--- src/axi_demux_defs.svh ---
`ifndef AXI_DEMUX_DEFS_SVH
`define AXI_DEMUX_DEFS_SVH

// Number of master ports behind the demux
`define DEMUX_NUM_MST_PORTS 3

// Full AXI ID width
`define DEMUX_ID_WIDTH 4

// Low ID bits used to pick an in-flight counter
`define DEMUX_LOOK_BITS 2

// In-flight counter width, full at all ones
`define DEMUX_CNT_WIDTH 2

// Address and data bus widths
`define DEMUX_ADDR_WIDTH 16
`define DEMUX_DATA_WIDTH 32

`endif
--- src/axi_demux_pkg.sv ---
`include "axi_demux_defs.svh"

package axi_demux_pkg;

  // Master port index
  typedef logic [$clog2(`DEMUX_NUM_MST_PORTS)-1:0] select_t;

  // Full ID and its lookup part
  typedef logic [`DEMUX_ID_WIDTH-1:0]  id_t;
  typedef logic [`DEMUX_LOOK_BITS-1:0] look_id_t;

  // AR channel payload
  typedef struct packed {
    id_t                          id;
    logic [`DEMUX_ADDR_WIDTH-1:0] addr;
    logic [7:0]                   len;
  } ar_chan_t;

  // R channel payload
  typedef struct packed {
    id_t                          id;
    logic [`DEMUX_DATA_WIDTH-1:0] data;
    logic [1:0]                   resp;
    logic                         last;
  } r_chan_t;

  // AR payload together with its target port
  typedef struct packed {
    ar_chan_t ar;
    select_t  sel;
  } ar_sel_t;

  // R arbiter grant state
  typedef enum logic {
    IDLE,
    LOCKED
  } arb_state_e;

endpackage

--- src/axi_read_demux.sv ---
`timescale 1ns/1ns
`include "axi_demux_defs.svh"

module axi_read_demux (
  input  logic                                               clk_i,
  input  logic                                               rst_ni,
  // Slave port
  input  axi_demux_pkg::ar_sel_t                             slv_ar_i,
  input  logic                                               slv_ar_valid_i,
  output logic                                               slv_ar_ready_o,
  output axi_demux_pkg::r_chan_t                             slv_r_o,
  output logic                                               slv_r_valid_o,
  input  logic                                               slv_r_ready_i,
  // Master ports
  output axi_demux_pkg::ar_chan_t [`DEMUX_NUM_MST_PORTS-1:0] mst_ar_o,
  output logic                    [`DEMUX_NUM_MST_PORTS-1:0] mst_ar_valid_o,
  input  logic                    [`DEMUX_NUM_MST_PORTS-1:0] mst_ar_ready_i,
  input  axi_demux_pkg::r_chan_t  [`DEMUX_NUM_MST_PORTS-1:0] mst_r_i,
  input  logic                    [`DEMUX_NUM_MST_PORTS-1:0] mst_r_valid_i,
  output logic                    [`DEMUX_NUM_MST_PORTS-1:0] mst_r_ready_o
);
  import axi_demux_pkg::*;

  // Router to counters
  look_id_t lookup_id;
  select_t  lookup_sel;
  logic     occupied, full, push;
  // Arbiter to counters
  look_id_t pop_id;
  logic     pop;

  ar_route i_ar_route (
    .clk_i          ( clk_i          ),
    .rst_ni         ( rst_ni         ),
    .slv_ar_i       ( slv_ar_i       ),
    .slv_ar_valid_i ( slv_ar_valid_i ),
    .slv_ar_ready_o ( slv_ar_ready_o ),
    .mst_ar_o       ( mst_ar_o       ),
    .mst_ar_valid_o ( mst_ar_valid_o ),
    .mst_ar_ready_i ( mst_ar_ready_i ),
    .lookup_id_o    ( lookup_id      ),
    .lookup_sel_i   ( lookup_sel     ),
    .occupied_i     ( occupied       ),
    .full_i         ( full           ),
    .push_o         ( push           )
  );

  // Push uses the same ID and the AR's own select
  id_counters i_id_counters (
    .clk_i        ( clk_i        ),
    .rst_ni       ( rst_ni       ),
    .lookup_id_i  ( lookup_id    ),
    .lookup_sel_o ( lookup_sel   ),
    .occupied_o   ( occupied     ),
    .full_o       ( full         ),
    .push_id_i    ( lookup_id    ),
    .push_sel_i   ( slv_ar_i.sel ),
    .push_i       ( push         ),
    .pop_id_i     ( pop_id       ),
    .pop_i        ( pop          )
  );

  r_rr_arbiter i_r_arbiter (
    .clk_i         ( clk_i         ),
    .rst_ni        ( rst_ni        ),
    .mst_r_i       ( mst_r_i       ),
    .mst_r_valid_i ( mst_r_valid_i ),
    .mst_r_ready_o ( mst_r_ready_o ),
    .slv_r_o       ( slv_r_o       ),
    .slv_r_valid_o ( slv_r_valid_o ),
    .slv_r_ready_i ( slv_r_ready_i ),
    .pop_o         ( pop           ),
    .pop_id_o      ( pop_id        )
  );

endmodule

--- src/r_rr_arbiter.sv ---
`timescale 1ns/1ns
`include "axi_demux_defs.svh"

module r_rr_arbiter (
  input  logic                                              clk_i,
  input  logic                                              rst_ni,
  // Master R
  input  axi_demux_pkg::r_chan_t [`DEMUX_NUM_MST_PORTS-1:0] mst_r_i,
  input  logic                   [`DEMUX_NUM_MST_PORTS-1:0] mst_r_valid_i,
  output logic                   [`DEMUX_NUM_MST_PORTS-1:0] mst_r_ready_o,
  // Slave R
  output axi_demux_pkg::r_chan_t                            slv_r_o,
  output logic                                              slv_r_valid_o,
  input  logic                                              slv_r_ready_i,
  // Counter pop
  output logic                                              pop_o,
  output axi_demux_pkg::look_id_t                           pop_id_o
);
  import axi_demux_pkg::*;

  localparam int unsigned num_mst = `DEMUX_NUM_MST_PORTS;

  arb_state_e state_q, state_d;
  select_t    prio_q, prio_d;
  select_t    grant_q, grant_d;
  select_t    pick, sel;
  logic       found, r_valid, r_xfer;

  // First valid port at or after the priority pointer
  always_comb begin
    int unsigned idx;
    pick  = prio_q;
    found = 1'b0;
    for (int unsigned k = 0; k < num_mst; k++) begin
      idx = (prio_q + k) % num_mst;
      if (!found && mst_r_valid_i[idx]) begin
        found = 1'b1;
        pick  = select_t'(idx);
      end
    end
  end

  // ------------------------------------------------------------------
  // Merge onto slave port
  // ------------------------------------------------------------------
  // Locked grant wins over a fresh pick
  assign sel           = (state_q == LOCKED) ? grant_q : pick;
  assign r_valid       = (state_q == LOCKED) ? mst_r_valid_i[grant_q] : found;
  assign r_xfer        = r_valid && slv_r_ready_i;
  assign slv_r_o       = mst_r_i[sel];
  assign slv_r_valid_o = r_valid;

  always_comb begin
    for (int unsigned i = 0; i < num_mst; i++) begin
      mst_r_ready_o[i] = r_xfer && (sel == select_t'(i));
    end
  end

  // Last beat retires the read
  assign pop_o    = r_xfer && slv_r_o.last;
  assign pop_id_o = slv_r_o.id[`DEMUX_LOOK_BITS-1:0];

  // Lock while stalled, rotate after a transfer
  always_comb begin
    state_d = state_q;
    grant_d = grant_q;
    prio_d  = prio_q;
    if (r_xfer) begin
      state_d = IDLE;
      prio_d  = (sel == select_t'(num_mst - 1)) ? '0 : sel + 1'b1;
    end else if (r_valid) begin
      state_d = LOCKED;
      grant_d = sel;
    end
  end

  always_ff @(posedge clk_i or negedge rst_ni) begin
    if (!rst_ni) begin
      state_q <= IDLE;
      prio_q  <= '0;
      grant_q <= '0;
    end else begin
      state_q <= state_d;
      prio_q  <= prio_d;
      grant_q <= grant_d;
    end
  end

endmodule

--- src/ar_route.sv ---
`timescale 1ns/1ns
`include "axi_demux_defs.svh"

module ar_route (
  input  logic                                               clk_i,
  input  logic                                               rst_ni,
  // Slave AR
  input  axi_demux_pkg::ar_sel_t                             slv_ar_i,
  input  logic                                               slv_ar_valid_i,
  output logic                                               slv_ar_ready_o,
  // Master AR
  output axi_demux_pkg::ar_chan_t [`DEMUX_NUM_MST_PORTS-1:0] mst_ar_o,
  output logic                    [`DEMUX_NUM_MST_PORTS-1:0] mst_ar_valid_o,
  input  logic                    [`DEMUX_NUM_MST_PORTS-1:0] mst_ar_ready_i,
  // ID counter interface
  output axi_demux_pkg::look_id_t                            lookup_id_o,
  input  axi_demux_pkg::select_t                             lookup_sel_i,
  input  logic                                               occupied_i,
  input  logic                                               full_i,
  output logic                                               push_o
);
  import axi_demux_pkg::*;

  localparam int unsigned num_mst = `DEMUX_NUM_MST_PORTS;

  // Valid lock keeps a raised master valid up until the handshake
  logic lock_q, lock_d;
  logic ar_valid, ar_ready;
  logic id_ok;

  // Lookup on the low ID bits
  assign lookup_id_o = slv_ar_i.ar.id[`DEMUX_LOOK_BITS-1:0];

  // Free ID, or ID already bound to the same port
  assign id_ok = !occupied_i || (slv_ar_i.sel == lookup_sel_i);

  // ------------------------------------------------------------------
  // Handshake control
  // ------------------------------------------------------------------
  always_comb begin
    ar_valid       = 1'b0;
    slv_ar_ready_o = 1'b0;
    push_o         = 1'b0;
    lock_d         = lock_q;
    if (lock_q) begin
      // Decision already taken, wait for the master
      ar_valid = 1'b1;
      if (ar_ready) begin
        slv_ar_ready_o = 1'b1;
        push_o         = 1'b1;
        lock_d         = 1'b0;
      end
    end else if (slv_ar_valid_i && !full_i && id_ok) begin
      ar_valid = 1'b1;
      if (ar_ready) begin
        slv_ar_ready_o = 1'b1;
        push_o         = 1'b1;
      end else begin
        // Master stalls, hold the valid
        lock_d = 1'b1;
      end
    end
  end

  always_ff @(posedge clk_i or negedge rst_ni) begin
    if (!rst_ni) begin
      lock_q <= 1'b0;
    end else begin
      lock_q <= lock_d;
    end
  end

  // ------------------------------------------------------------------
  // Steering
  // ------------------------------------------------------------------
  always_comb begin
    ar_ready = 1'b0;
    for (int unsigned i = 0; i < num_mst; i++) begin
      // Payload goes to every port
      mst_ar_o[i]       = slv_ar_i.ar;
      // Valid only on the selected one
      mst_ar_valid_o[i] = ar_valid && (slv_ar_i.sel == select_t'(i));
      if (slv_ar_i.sel == select_t'(i)) begin
        ar_ready = mst_ar_ready_i[i];
      end
    end
  end

endmodule

--- src/id_counters.sv ---
`timescale 1ns/1ns
`include "axi_demux_defs.svh"

module id_counters (
  input  logic                    clk_i,
  input  logic                    rst_ni,
  // Lookup for the AR router
  input  axi_demux_pkg::look_id_t lookup_id_i,
  output axi_demux_pkg::select_t  lookup_sel_o,
  output logic                    occupied_o,
  output logic                    full_o,
  // Push on AR transfer
  input  axi_demux_pkg::look_id_t push_id_i,
  input  axi_demux_pkg::select_t  push_sel_i,
  input  logic                    push_i,
  // Pop on last R beat
  input  axi_demux_pkg::look_id_t pop_id_i,
  input  logic                    pop_i
);
  import axi_demux_pkg::*;

  localparam int unsigned num_cnt = 2 ** `DEMUX_LOOK_BITS;
  localparam int unsigned cnt_w   = `DEMUX_CNT_WIDTH;

  // One counter and one bound port per lookup ID
  logic    [num_cnt-1:0][cnt_w-1:0] cnt_q, cnt_d;
  select_t [num_cnt-1:0]            sel_q;
  logic    [num_cnt-1:0]            push_en, pop_en, cnt_full;

  // ------------------------------------------------------------------
  // Lookup
  // ------------------------------------------------------------------
  assign lookup_sel_o = sel_q[lookup_id_i];
  assign occupied_o   = |cnt_q[lookup_id_i];
  // Any saturated counter blocks all new ARs
  assign full_o       = |cnt_full;

  // Decode strobes per counter
  always_comb begin
    for (int unsigned i = 0; i < num_cnt; i++) begin
      push_en[i]  = push_i && (push_id_i == look_id_t'(i));
      pop_en[i]   = pop_i && (pop_id_i == look_id_t'(i));
      cnt_full[i] = &cnt_q[i];
    end
  end

  // ------------------------------------------------------------------
  // Saturating up/down count
  // ------------------------------------------------------------------
  always_comb begin
    cnt_d = cnt_q;
    for (int unsigned i = 0; i < num_cnt; i++) begin
      // Push and pop together cancel out
      if (push_en[i] && !pop_en[i] && !cnt_full[i]) begin
        cnt_d[i] = cnt_q[i] + 1'b1;
      end else if (pop_en[i] && !push_en[i] && (cnt_q[i] != '0)) begin
        cnt_d[i] = cnt_q[i] - 1'b1;
      end
    end
  end

  always_ff @(posedge clk_i or negedge rst_ni) begin
    if (!rst_ni) begin
      cnt_q <= '0;
      sel_q <= '0;
    end else begin
      cnt_q <= cnt_d;
      // Remember port of the latest push
      for (int unsigned i = 0; i < num_cnt; i++) begin
        if (push_en[i]) begin
          sel_q[i] <= push_sel_i;
        end
      end
    end
  end

endmodule

--- config.mk ---
export PLATFORM = sky130hd
export DESIGN_NAME = axi_read_demux
export DESIGN_NICKNAME = d
export VERILOG_FILES = /design/src/axi_demux_pkg.sv /design/src/axi_read_demux.sv /design/src/r_rr_arbiter.sv /design/src/ar_route.sv /design/src/id_counters.sv
export VERILOG_INCLUDE_DIRS = /design/src /design/src/src
export SDC_FILE = /design/constraint.sdc
export NUM_CORES = 1
export LEC_CHECK = 0
export ABC_AREA = 1
export CORE_AREA = 8 8 107 109
export DETAILED_ROUTE_END_ITERATION = 7
export DIE_AREA = 0 0 115 117
export DONT_BUFFER_PORTS = 1
export GPL_ROUTABILITY_DRIVEN = 1
export SYNTH_ARGS = -nofsm -noshare
export SYNTH_HDL_FRONTEND = slang
export SYNTH_SLANG_ARGS = --single-unit
--- constraint.sdc ---
create_clock -name clk_i -period 3.95 [get_ports clk_i]
set_clock_uncertainty 0.2 [all_clocks]
set_input_delay 0.79 -clock clk_i [delete_from_list [all_inputs] [get_ports clk_i]]
set_output_delay 0.79 -clock clk_i [all_outputs]
set_load 0.1 [all_outputs]
==> results.py, run 1 <==
metrics = {
    "worst_setup_path": {
        "reg2reg_to": "i_id_counters.cnt_q[1]",
        "crit_path_end_kind": "primary output",
        "startpoint_type": "register",
        "reg2reg_slack_ns": 0.68,
        "path_max_fanout": 35,
        "reg2reg_depth": 18,
        "path_class": "reg2out",
        "regToRegStartpoint": "i_r_arbiter.prio_q[0]",
        "cp.required_ns": 2.96,
        "cp.arrival_ns": 2.90,
    },
    "detailed_routing": {
        "vias": 3268,
        "ant_nets": 0,
        "drtIter0Drc": 163,
        "routed_wirelength_microns": 12400,
        "drc_errors": 0,
        "wire_per_inst_microns": 19.4,
        "first_pass_iters": 5,
        "viasPerCell": 5.09,
    },
    "clock_tree": {
        "cts_tree": "done",
        "clkSlewWorstSetupHoldPaths_ns": 0.08,
        "htree_num_levels": 1,
        "numCtsBuffers": 3,
        "numClockSinks": 22,
        "clockBufferDepth": 2,
        "cts_root_buf": "clkbuf_8",
        "clock_latency_ns": 0.26,
    },
    "sta": {
        "hold_slack_ns": 0.0130,
        "setup_violations": 0,
        "tightest_slew_ns": 0.596,
        "rsz0062_at_grt": "true",
        "hold_violations": 0,
        "fmax_ghz": 0.257,
        "drv_slew": 0,
        "slew_headroom_pct": 60.1,
        "fin_crit_sh_pct": 98.6,
        "fin_crit_ns": 3.89,
    },
    "yosys": {
        "synth-simple-area-share_pct": 45.6,
        "synth.ff_latch_count": 22,
        "synth_xor_area_share_pct": 0.559,
        "syn-num-nets": 695,
        "synth_seq_area_share_pct": 17.6,
        "synth.distinct_cells": 28,
        "syn_avg_cell_area_sq_um": 5.87,
        "synth-compound-area-share_pct": 5.67,
        "ys_warn_count": 0,
        "syn_area_sq_um": 3130,
        "synth_cells": 534,
        "synth_fa_ha_area_share_pct": 1.60,
        "synth_top_family_by_area": "simple AND/OR/NAND/NOR gates",
        "synth_mux_area_share_pct": 0,
    },
    "final_layout": {
        "diodes": 0,
        "final_core_util_pct": 38.5,
        "instances_no_fill": 642,
        "fin_area_sq_um": 3810,
        "drive_gt1_share_pct": 20.4,
        "nets": 668,
        "area_delta_synth_final_pct": 21.6,
    },
    "global_route": {
        "track_usage_pct": 16.0,
        "grt_max_degree": 36,
        "grt_pass1_vias": 3010,
        "grt_pass1_wl_microns": 16700,
        "overflow": 0,
        "antenna_found_initial": 1,
    },
    "floorplan": {
        "ioPinCount": 288,
        "die_area_sq_um": 13500,
        "num_rows": 37,
        "initial_core_util_pct": 31.6,
        "core_area_sq_um": 9910,
        "fp.dieW_microns": 115,
        "die_y_microns": 117,
    },
    "run_status": {
        "outcome": "finished clean",
    },
    "place": {
        "dpl.hpwl_microns": 10300,
        "placed_area_sq_um": 3530,
        "globalplace.congestion": 0.909,
        "numPortBuffers": 0,
        "placedCellCount": 627,
    },
    "job": {
        "maxCapViolCount": 0,
    },
    "hold_path": {
        "hp-class": "in2async",
    },
}
synth_stat cells (all sizes together):
cell type,n,area [sq um]
nand2,208,821
buf,95,706
nand3,74,390
inv,53,199
nor2,30,140
dfrtp,22,551
o21ai,18,90.1
a21oi,7,35.0
nand4,7,43.8
ha,4,50.1
nor3,4,20.0
a22oi,3,22.5
nand3b,2,15.0
xor2,2,17.5
a31oi,1,6.26
clkinv,1,3.75
o2111ai,1,8.76
o22ai,1,6.26
o311ai,1,8.76
logic make-up after synthesis:
group,after synthesis
AOI/OAI and AO/OA,32
DFF,22
and+or+nand+nor,325
xor gates and xnor gates,2
adders and majority gates,4
buffers and inverters,149
stage by stage:
| step | setup TNS (ns) | worst slack, ns |
|---|---|---|
| after floorplan | -1.56 | -0.782 |
| after global placement | 0 | 0.120 |
| after detailed placement | 0 | 0.0773 |
| after CTS | 0 | 0.0166 |
| after global routing | -0.428 | -0.0447 |
| final | 0 | 0.0558 |
per-layer routing:
layer	wire (microns)	vias to the layer above	GRT usage (%)
met5	13	-	0
met4	365	2	5.60
met3	1540	34	7.49
met2	6000	204	26.6
met1	4510	1481	17.5
li1	-	1547	-
registers in the layout, indices dropped and copies added (netlist names):
register             flops
i_r_arbiter.grant_q      2
i_r_arbiter.state_q      1
i_r_arbiter.prio_q       2
i_id_counters.cnt_q      8
i_ar_route.lock_q        1
i_id_counters.sel_q      8
critical path: stages, from the launching register on:
cell     delay (ns)
dfrtp_1        0.39
buf_4          0.15
buf_4          0.14
ha_1           0.20
o21ai_0        0.17
nand2_1        0.14
nand4_1        0.12
nand2_1        0.05
inv_1          0.06
nand2_2        0.06
nand2_4        0.11
inv_2          0.06
buf_8          0.15
nor2_4         0.12
buf_12         0.21
nand2_1        0.12
nand3_1        0.16
buf_12         0.19
how the worst max path moves through the flow:
stage,from,to
final,i_r_arbiter.prio_q[0],slv_r_o[10]
after global routing,i_r_arbiter.prio_q[1],slv_r_o[10]
after CTS,i_r_arbiter.prio_q[1],slv_r_o[32]
after detailed placement,i_r_arbiter.prio_q[1],slv_r_o[1]
after global placement,i_r_arbiter.prio_q[1],slv_r_o[1]
after floorplan,mst_r_valid_i[2],mst_r_ready_o[0]
final cells by class:
class / count / area (sq um)
inverter: 54 / 208
clock buffer: 4 / 55.1
sequential: 22 / 551
timing repair buffer: 63 / 1050
tap: 136 / 170
multi-input combinational: 363 / 1770
fill: 1061 / 6100
timing repair:
item,in CTS,in global routing
pin swaps,0,2
setup buffers,2,4
hold buffers,0,2
hold endpoints to repair,0,6
endpoints found under the setup margin,33,38
gates resized for setup,5,14
gates cloned,1,2
layout by cell type, fill, tap and decap left out, drive strengths merged:
master,count
a22oi,3
buf,60
inv,53
clkinv,1
nand3,74
nor2,30
xor2,2
nand2,208
a21oi,7
nand4,7
a31oi,1
o311ai,1
dfrtp,22
o21ai,18
ha,4
nor3,4
clkbuf,5
dlygate4sd3,2
nand3b,2
o2111ai,1
o22ai,1
Power of run 1 is left out: the tool's default activity adds up to more than one toggle a clock period on the data nets, which glitch-free logic cannot reach.
==> run 2, diff against run 1 <==
CORE_AREA = 8 8 105 107   (was 8 8 107 109)
DIE_AREA = 0 0 113 115   (was 0 0 115 117)
SYNTH_HIERARCHICAL = 1   (was unset)
==> run 2 against run 1 <==
Fmax rose by 2.5%. Final area fell by 0.53%. Flip-flop and latch count did not move. Non-clock buffer count fell by 2. Via count fell by 3.4%. Synthesized cell count fell by 1.5%. First-iteration DRC count rose by 37%. Highest routed layer is now met4. Worst hold slack improved by 0.28 ns.
==> results.py, run 2 <==
metrics = {
    "run_status": {
        "outcome": "finished clean",
    },
    "yosys": {
        "syn_avg_cell_area_sq_um": 6.05,
        "syn-num-nets": 687,
        "yosys.area.top_type_share_pct": 21.5,
        "synth_most_common_cell": "nand2_1",
        "synth_seq_area_share_pct": 17.3,
        "syn_area_sq_um": 3180,
        "synth_edf_count": 0,
        "yosysTopAreaCell": "buf_4",
        "synth.distinct_cells": 32,
        "synth_ff_type": "dfrtp_1",
        "synth_cells": 526,
        "synth.ff_latch_count": 22,
        "synth_area_leaders": "buf_4 (21%), nand2_1 (17%), dfrtp_1 (17%)",
        "yosys-top-cells-count": "nand2_1 (147), nand3_1 (108), buf_4 (91)",
        "ys_warn_count": 6,
        "synth-async-reset-ratio_pct": 100,
    },
    "worst_setup_path": {
        "cp.required_ns": 2.96,
        "cp.arrival_ns": 2.81,
        "path_cells": "inv_2, ha_4, inv_2, nand2_1, nand3_1, nand2_2, inv_1, nand3_1, nand2_1, nor2_2, nor2_2, nor2_4, inv_2, nor2_4, buf_12, clkbuf_16, nand2_1, nand3_1, buf_12",
        "path_buf_inv": 7,
        "path_class": "reg2out",
        "critical-path-top-delay-family": "simple AND/OR/NAND/NOR gates",
        "path_max_fanout": 5,
        "critPathMaxStageDelay_ns": 0.40,
        "startpoint_type": "register",
        "critPathSlowestCell": "dfrtp_1",
        "critical_path_depth": 19,
        "reg2reg_depth": 25,
        "crit_path_end_kind": "primary output",
    },
    "place": {
        "numPortBuffers": 0,
        "placedCellCount": 588,
        "globalplace.congestion": 0.970,
        "dpl.hpwl_microns": 9730,
    },
    "detailed_routing": {
        "viasPerCell": 5.26,
        "routed_wirelength_microns": 11700,
        "ant_nets": 0,
        "wire_per_inst_microns": 19.6,
        "drtIter0Drc": 223,
        "first_pass_iters": 5,
        "drc_errors": 0,
        "vias": 3157,
    },
    "final_layout": {
        "diodes": 0,
        "nets": 648,
        "final_common_cell": "nand2_1",
        "area_delta_synth_final_pct": 19.1,
        "drive_gt1_share_pct": 24.7,
        "top_regs": "i_id_counters/cnt_q (8), i_id_counters/sel_q (8)",
        "most-common-layout-cells": "nand2_1 (144), nand3_1 (104), buf_12 (44), inv_1 (37), dfrtp_1 (21)",
        "instances_no_fill": 600,
    },
    "global_route": {
        "grt_max_degree": 43,
        "track_usage_pct": 16.6,
        "overflow": 0,
        "antenna_found_initial": 0,
        "grt_pass1_vias": 3076,
        "grt_pass1_wl_microns": 17000,
    },
    "clock_tree": {
        "cts_root_buf": "clkbuf_8",
        "clockBufferDepth": 2,
        "numCtsBuffers": 3,
        "cts_tree": "done",
        "clkSlewWorstSetupHoldPaths_ns": 0.09,
        "numClockSinks": 22,
        "clock_latency_ns": 0.27,
        "htree_num_levels": 1,
    },
    "sta": {
        "hold_slack_ns": 0.296,
        "fmax_ghz": 0.263,
        "fin_crit_ns": 3.80,
        "drv_slew": 0,
        "slew_headroom_pct": 56.5,
        "hold_violations": 0,
        "fin_crit_sh_pct": 96.2,
        "tightest_slew_ns": 0.650,
        "setup_violations": 0,
    },
    "hold_path": {
        "hold_depth": 2,
        "hp-class": "reg2reg",
    },
    "job": {
        "maxCapViolCount": 0,
    },
    "floorplan": {
        "core_area_sq_um": 9460,
        "num_rows": 36,
        "ioPinCount": 288,
        "die_area_sq_um": 13000,
        "fp.dieW_microns": 113,
        "initial_core_util_pct": 33.6,
        "die_y_microns": 115,
    },
}
[run 2: area by class of cell]
class,instances,area (sq um)
Sequential cell,22,552
Timing Repair Buffer,61,1080
Multi-Input combinational cell,352,1770
Tap cell,114,143
Clock inverter,1,30.0
Inverter,47,176
Fill cell,952,5670
Clock buffer,3,41.3
[run 2: worst paths after layout]
path | startpoint | endpoint | slack [ns]
max | i_r_arbiter/prio_q[0] | slv_r_o[31] | 0.15
min | i_id_counters/sel_q[2] | i_id_counters/sel_q[2] | 0.30
max reg2reg | i_r_arbiter/prio_q[0] | i_id_counters/cnt_q[6] | 0.45
min reg2reg | i_id_counters/sel_q[2] | i_id_counters/sel_q[2] | 0.30
max in group asynchronous | rst_ni | i_id_counters/cnt_q[6] | 2.36
min in group asynchronous | rst_ni | i_id_counters/cnt_q[0] | 0.71
[run 2: tightest hold or removal path, cell delays in order, from the launching register on]
cell and delay, ns:
dfrtp_1 0.35, nand2_1 0.05, o21ai_0 0.06
[run 2: stage by stage]
stage | setup WS (ns) | area, sq um | setup TNS, ns | utilization [%]
2_1_floorplan | -0.128 | 3190 | -0.385 | -
3_3_place_gp | 0.331 | 3510 | 0 | 37.1
3_5_place_dp | 0.201 | 3510 | 0 | 37.1
4_1_cts | 0.0112 | 3600 | 0 | 38.1
5_1_grt | -0.0315 | 3790 | -0.219 | 40.1
6_report | 0.150 | 3790 | 0 | 40.1
[run 2: timing repair]
item / 4_1_cts / 5_1_grt
buffers inserted: 0 / 2
endpoints found under the setup margin: 5 / 43
resized for setup: 2 / 22
pin swaps: 0 / 4
hold buffers: 1 / 1
endpoints found under the hold margin: 13 / 9
cloned: 0 / 4
[run 2: kinds of logic after synthesis]
family	synth area share [%]
adders and majority gates	1.57
xor gates and xnor gates	0.551
buffers and inverters	29.8
DFF	17.3
AOI/OAI and AO/OA	6.96
and+or+nand+nor	43.8
[run 2: metal layers]
metal / share of wire (%) / wire [microns] / global-route usage [%]
met1: 35 / 4160 / 16.6
met2: 54 / 6360 / 32.8
met3: 8.5 / 993 / 4.52
met4: 1.9 / 222 / 4.80
met5: 0 / 0 / 0
Power of run 2 is left out for the same reason.
==> run 3, diff against run 2 <==
ABC_AREA = 0   (was 1)
CORE_AREA = 8 8 107 109   (was 8 8 105 107)
DIE_AREA = 0 0 115 117   (was 0 0 113 115)
RECOVER_POWER = 100   (was unset)
==> run 3 against run 2 <==
Die area is 3.5% higher. Non-clock buffer count grew 30. Final area grew 57%. The run now ends with setup timing left. Fmax shrank 4.8%. Count of clock-buffer cells in the layout grew 1. Utilization up 20 points.
==> results.py, run 3 <==
metrics = {
    "yosys": {
        "synth_seq_area_share_pct": 12.2,
        "synth_fa_ha_area_share_pct": 1.11,
        "synth_area_leaders": "buf_4 (15%), dfrtp_1 (12%), o221ai_1 (7.8%)",
        "synth_top_family_by_area": "compound AO/OA/AOI/OAI gates",
        "synth.ff_latch_count": 22,
        "synth_ff_type": "dfrtp_1",
        "synth_edf_count": 0,
        "synth_most_common_cell": "buf_4",
        "synth.distinct_cells": 53,
        "syn-num-nets": 746,
        "yosys.area.top_type_share_pct": 14.9,
        "synth-async-reset-ratio_pct": 100,
        "synth-simple-area-share_pct": 17.2,
        "yosysTopAreaCell": "buf_4",
        "syn_area_sq_um": 4500,
        "synth-compound-area-share_pct": 40.2,
        "syn_avg_cell_area_sq_um": 7.69,
        "synth_mux_area_share_pct": 4.12,
        "synth_xor_area_share_pct": 0.390,
        "synth_cells": 585,
        "yosys-top-cells-count": "buf_4 (89), nand2_1 (63), inv_1 (44)",
        "ys_warn_count": 6,
    },
    "place": {
        "numPortBuffers": 0,
        "placedCellCount": 646,
        "dpl.hpwl_microns": 11200,
        "globalplace.congestion": 0.897,
    },
    "final_layout": {
        "top_regs": "i_id_counters/cnt_q (8), i_id_counters/sel_q (8)",
        "n_fill_cell": 837,
        "nets": 695,
        "diodes": 0,
        "multi_input_comb_area_sq_um": 3640,
        "area_delta_synth_final_pct": 32.5,
        "most-common-layout-cells": "nand2_1 (63), buf_12 (49), nand3_1 (43), inv_1 (42), o221ai_1 (40)",
        "drive_gt1_share_pct": 35.5,
        "register_area_sq_um": 554,
        "instances_no_fill": 669,
        "final_common_cell": "nand2_1",
    },
    "global_route": {
        "antenna_found_initial": 0,
        "grt_pass1_vias": 4484,
        "grt_pass1_wl_microns": 23200,
        "track_usage_pct": 21.0,
        "grt_max_degree": 60,
        "overflow": 0,
    },
    "worst_setup_path": {
        "path_max_fanout": 6,
        "cp.required_ns": 2.96,
        "crit_path_end_kind": "primary output",
        "reg2reg_depth": 15,
        "path_cells": "inv_2, ha_4, mux2i_2, o21ai_2, o311ai_4, buf_6, buf_8, buf_8, a2111oi_4, a311oi_2, o2bb2ai_4, buf_12",
        "reg2reg_slack_ns": 0.34,
        "regToRegStartpoint": "i_r_arbiter/prio_q[0]",
        "critical_path_depth": 12,
        "critPathMaxStageDelay_ns": 0.43,
        "reg2reg_to": "i_id_counters/cnt_q[0]",
        "endpoint": "slv_r_o[13]",
        "critPathSlowestCell": "o311ai_4",
        "setup.worst_path.start": "i_r_arbiter/prio_q[0]",
        "cp.arrival_ns": 3.00,
        "path_class": "reg2out",
        "critical-path-top-delay-family": "compound AO/OA/AOI/OAI gates",
        "cpMostUsedCell": "buf_8",
        "startpoint_type": "register",
        "path_buf_inv": 5,
    },
    "sta": {
        "fmax_ghz": 0.250,
        "rsz0062_at_grt": "true",
        "slew_headroom_pct": 16.1,
        "fin_crit_sh_pct": 101,
        "hold_violations": 0,
        "drv_slew": 0,
        "setup_violations": 11,
        "fin_crit_ns": 3.99,
        "setup_slack_ns": -0.0429,
        "tightest_slew_ns": 1.26,
    },
    "floorplan": {
        "core_area_sq_um": 9910,
        "die_area_sq_um": 13500,
        "ioPinCount": 288,
        "die_y_microns": 117,
        "initial_core_util_pct": 45.4,
        "num_rows": 37,
        "fp.dieW_microns": 115,
    },
    "run_status": {
        "violations": "setup timing",
        "outcome": "complete, but fails checks",
    },
    "hold_path": {
        "hp-class": "in2async",
    },
    "job": {
        "maxCapViolCount": 0,
    },
    "clock_tree": {
        "numClockSinks": 22,
        "cts_root_buf": "clkbuf_8",
        "clkSlewWorstSetupHoldPaths_ns": 0.08,
        "cts_tree": "done",
        "clockBufferDepth": 2,
        "htree_num_levels": 1,
        "numCtsBuffers": 3,
        "clock_latency_ns": 0.26,
    },
    "detailed_routing": {
        "first_pass_iters": 4,
        "drc_errors": 0,
        "viasPerCell": 6.73,
        "wire_per_inst_microns": 23.5,
        "drtIter0Drc": 301,
        "vias": 4504,
        "ant_nets": 0,
        "routed_wirelength_microns": 15700,
    },
}
run 3: cell count changes after synthesis, moves of 9 or more:
cell	before	now
clkbuf_1	3	41
a2111oi_0	0	39
nor2_1	21	6
nand2_2	14	0
nand2b_1	0	10
nand2_1	147	63
o21ai_0	20	6
a311oi_1	0	39
o221ai_1	0	40
nand3_1	108	43
inv_2	9	0
o2bb2ai_2	0	20
o2bb2ai_1	0	18
run 3: repair_timing:
item | 4_1_cts | 5_1_grt
hold endpoints to repair | 0 | 11
endpoints found under the setup margin | 41 | 41
gates cloned | 0 | 3
resized for setup | 18 | 62
setup buffers | 1 | 15
hold buffers | 0 | 1
pin swaps | 19 | 31
run 3: area by class of cell:
cell class                      instances  share of cell area (%)
Multi-Input combinational cell        372                    61.0
Timing Repair Buffer                   91                    23.3
Sequential cell                        22                    9.30
Tap cell                              136                    2.86
Inverter                               44                    2.77
Clock buffer                            4                   0.756
run 3: routing by layer:
metal / wire, microns / share of wire, % / global-route usage [%]
met4: 242 / 1.5 / 4.82
met3: 1720 / 11 / 8.26
met2: 8120 / 52 / 37.2
met5: 0 / 0 / 0
met1: 5620 / 36 / 23.3
run 3: worst register-to-register path, delay by kind of cell (launching register included):
family	cells	cell delay, ns
muxes	1	0.26
AOI/OAI and AO/OA	4	0.77
adders and majority gates	1	0.30
buffers and inverters	5	0.99
and+or+nand+nor	4	0.62
DFF	1	0.40
run 3: kinds of logic after synthesis:
group / Yosys count
AO/OA/AOI/OAI: 196
AND/OR/NAND/NOR: 155
adder cells (fa/ha/maj): 4
multiplexers: 15
buffers and inverters: 191
flip-flops: 22
XOR/XNOR: 2
run 3: stage by stage:
stage	hold slack, ns	area, sq um	worst slack, ns	TNS [ns]	util [%]
CTS	0.0114	5560	-0.00325	-0.00648	56.1
finish	0.0163	5960	-0.0429	-0.0988	60.1
global placement	0.263	5440	0.172	0	54.9
detailed placement	0.267	5440	0.114	0	54.9
global route	0.00123	5960	-0.143	-3.48	60.1
floorplan	0.240	5000	-0.538	-1.90	-
run 3: worst min-delay path by stage:
stage,endpoint,startpoint,depth (start not counted)
after floorplan,i_id_counters/sel_q[0],i_id_counters/sel_q[0],2
after global placement,i_id_counters/sel_q[1],i_id_counters/sel_q[1],2
after detailed placement,i_id_counters/sel_q[0],i_id_counters/sel_q[0],2
after CTS,i_r_arbiter/state_q,rst_ni,0
after global routing,i_id_counters/cnt_q[7],rst_ni,0
final,i_r_arbiter/prio_q[0],rst_ni,0
Power of run 3 is left out for the same reason.
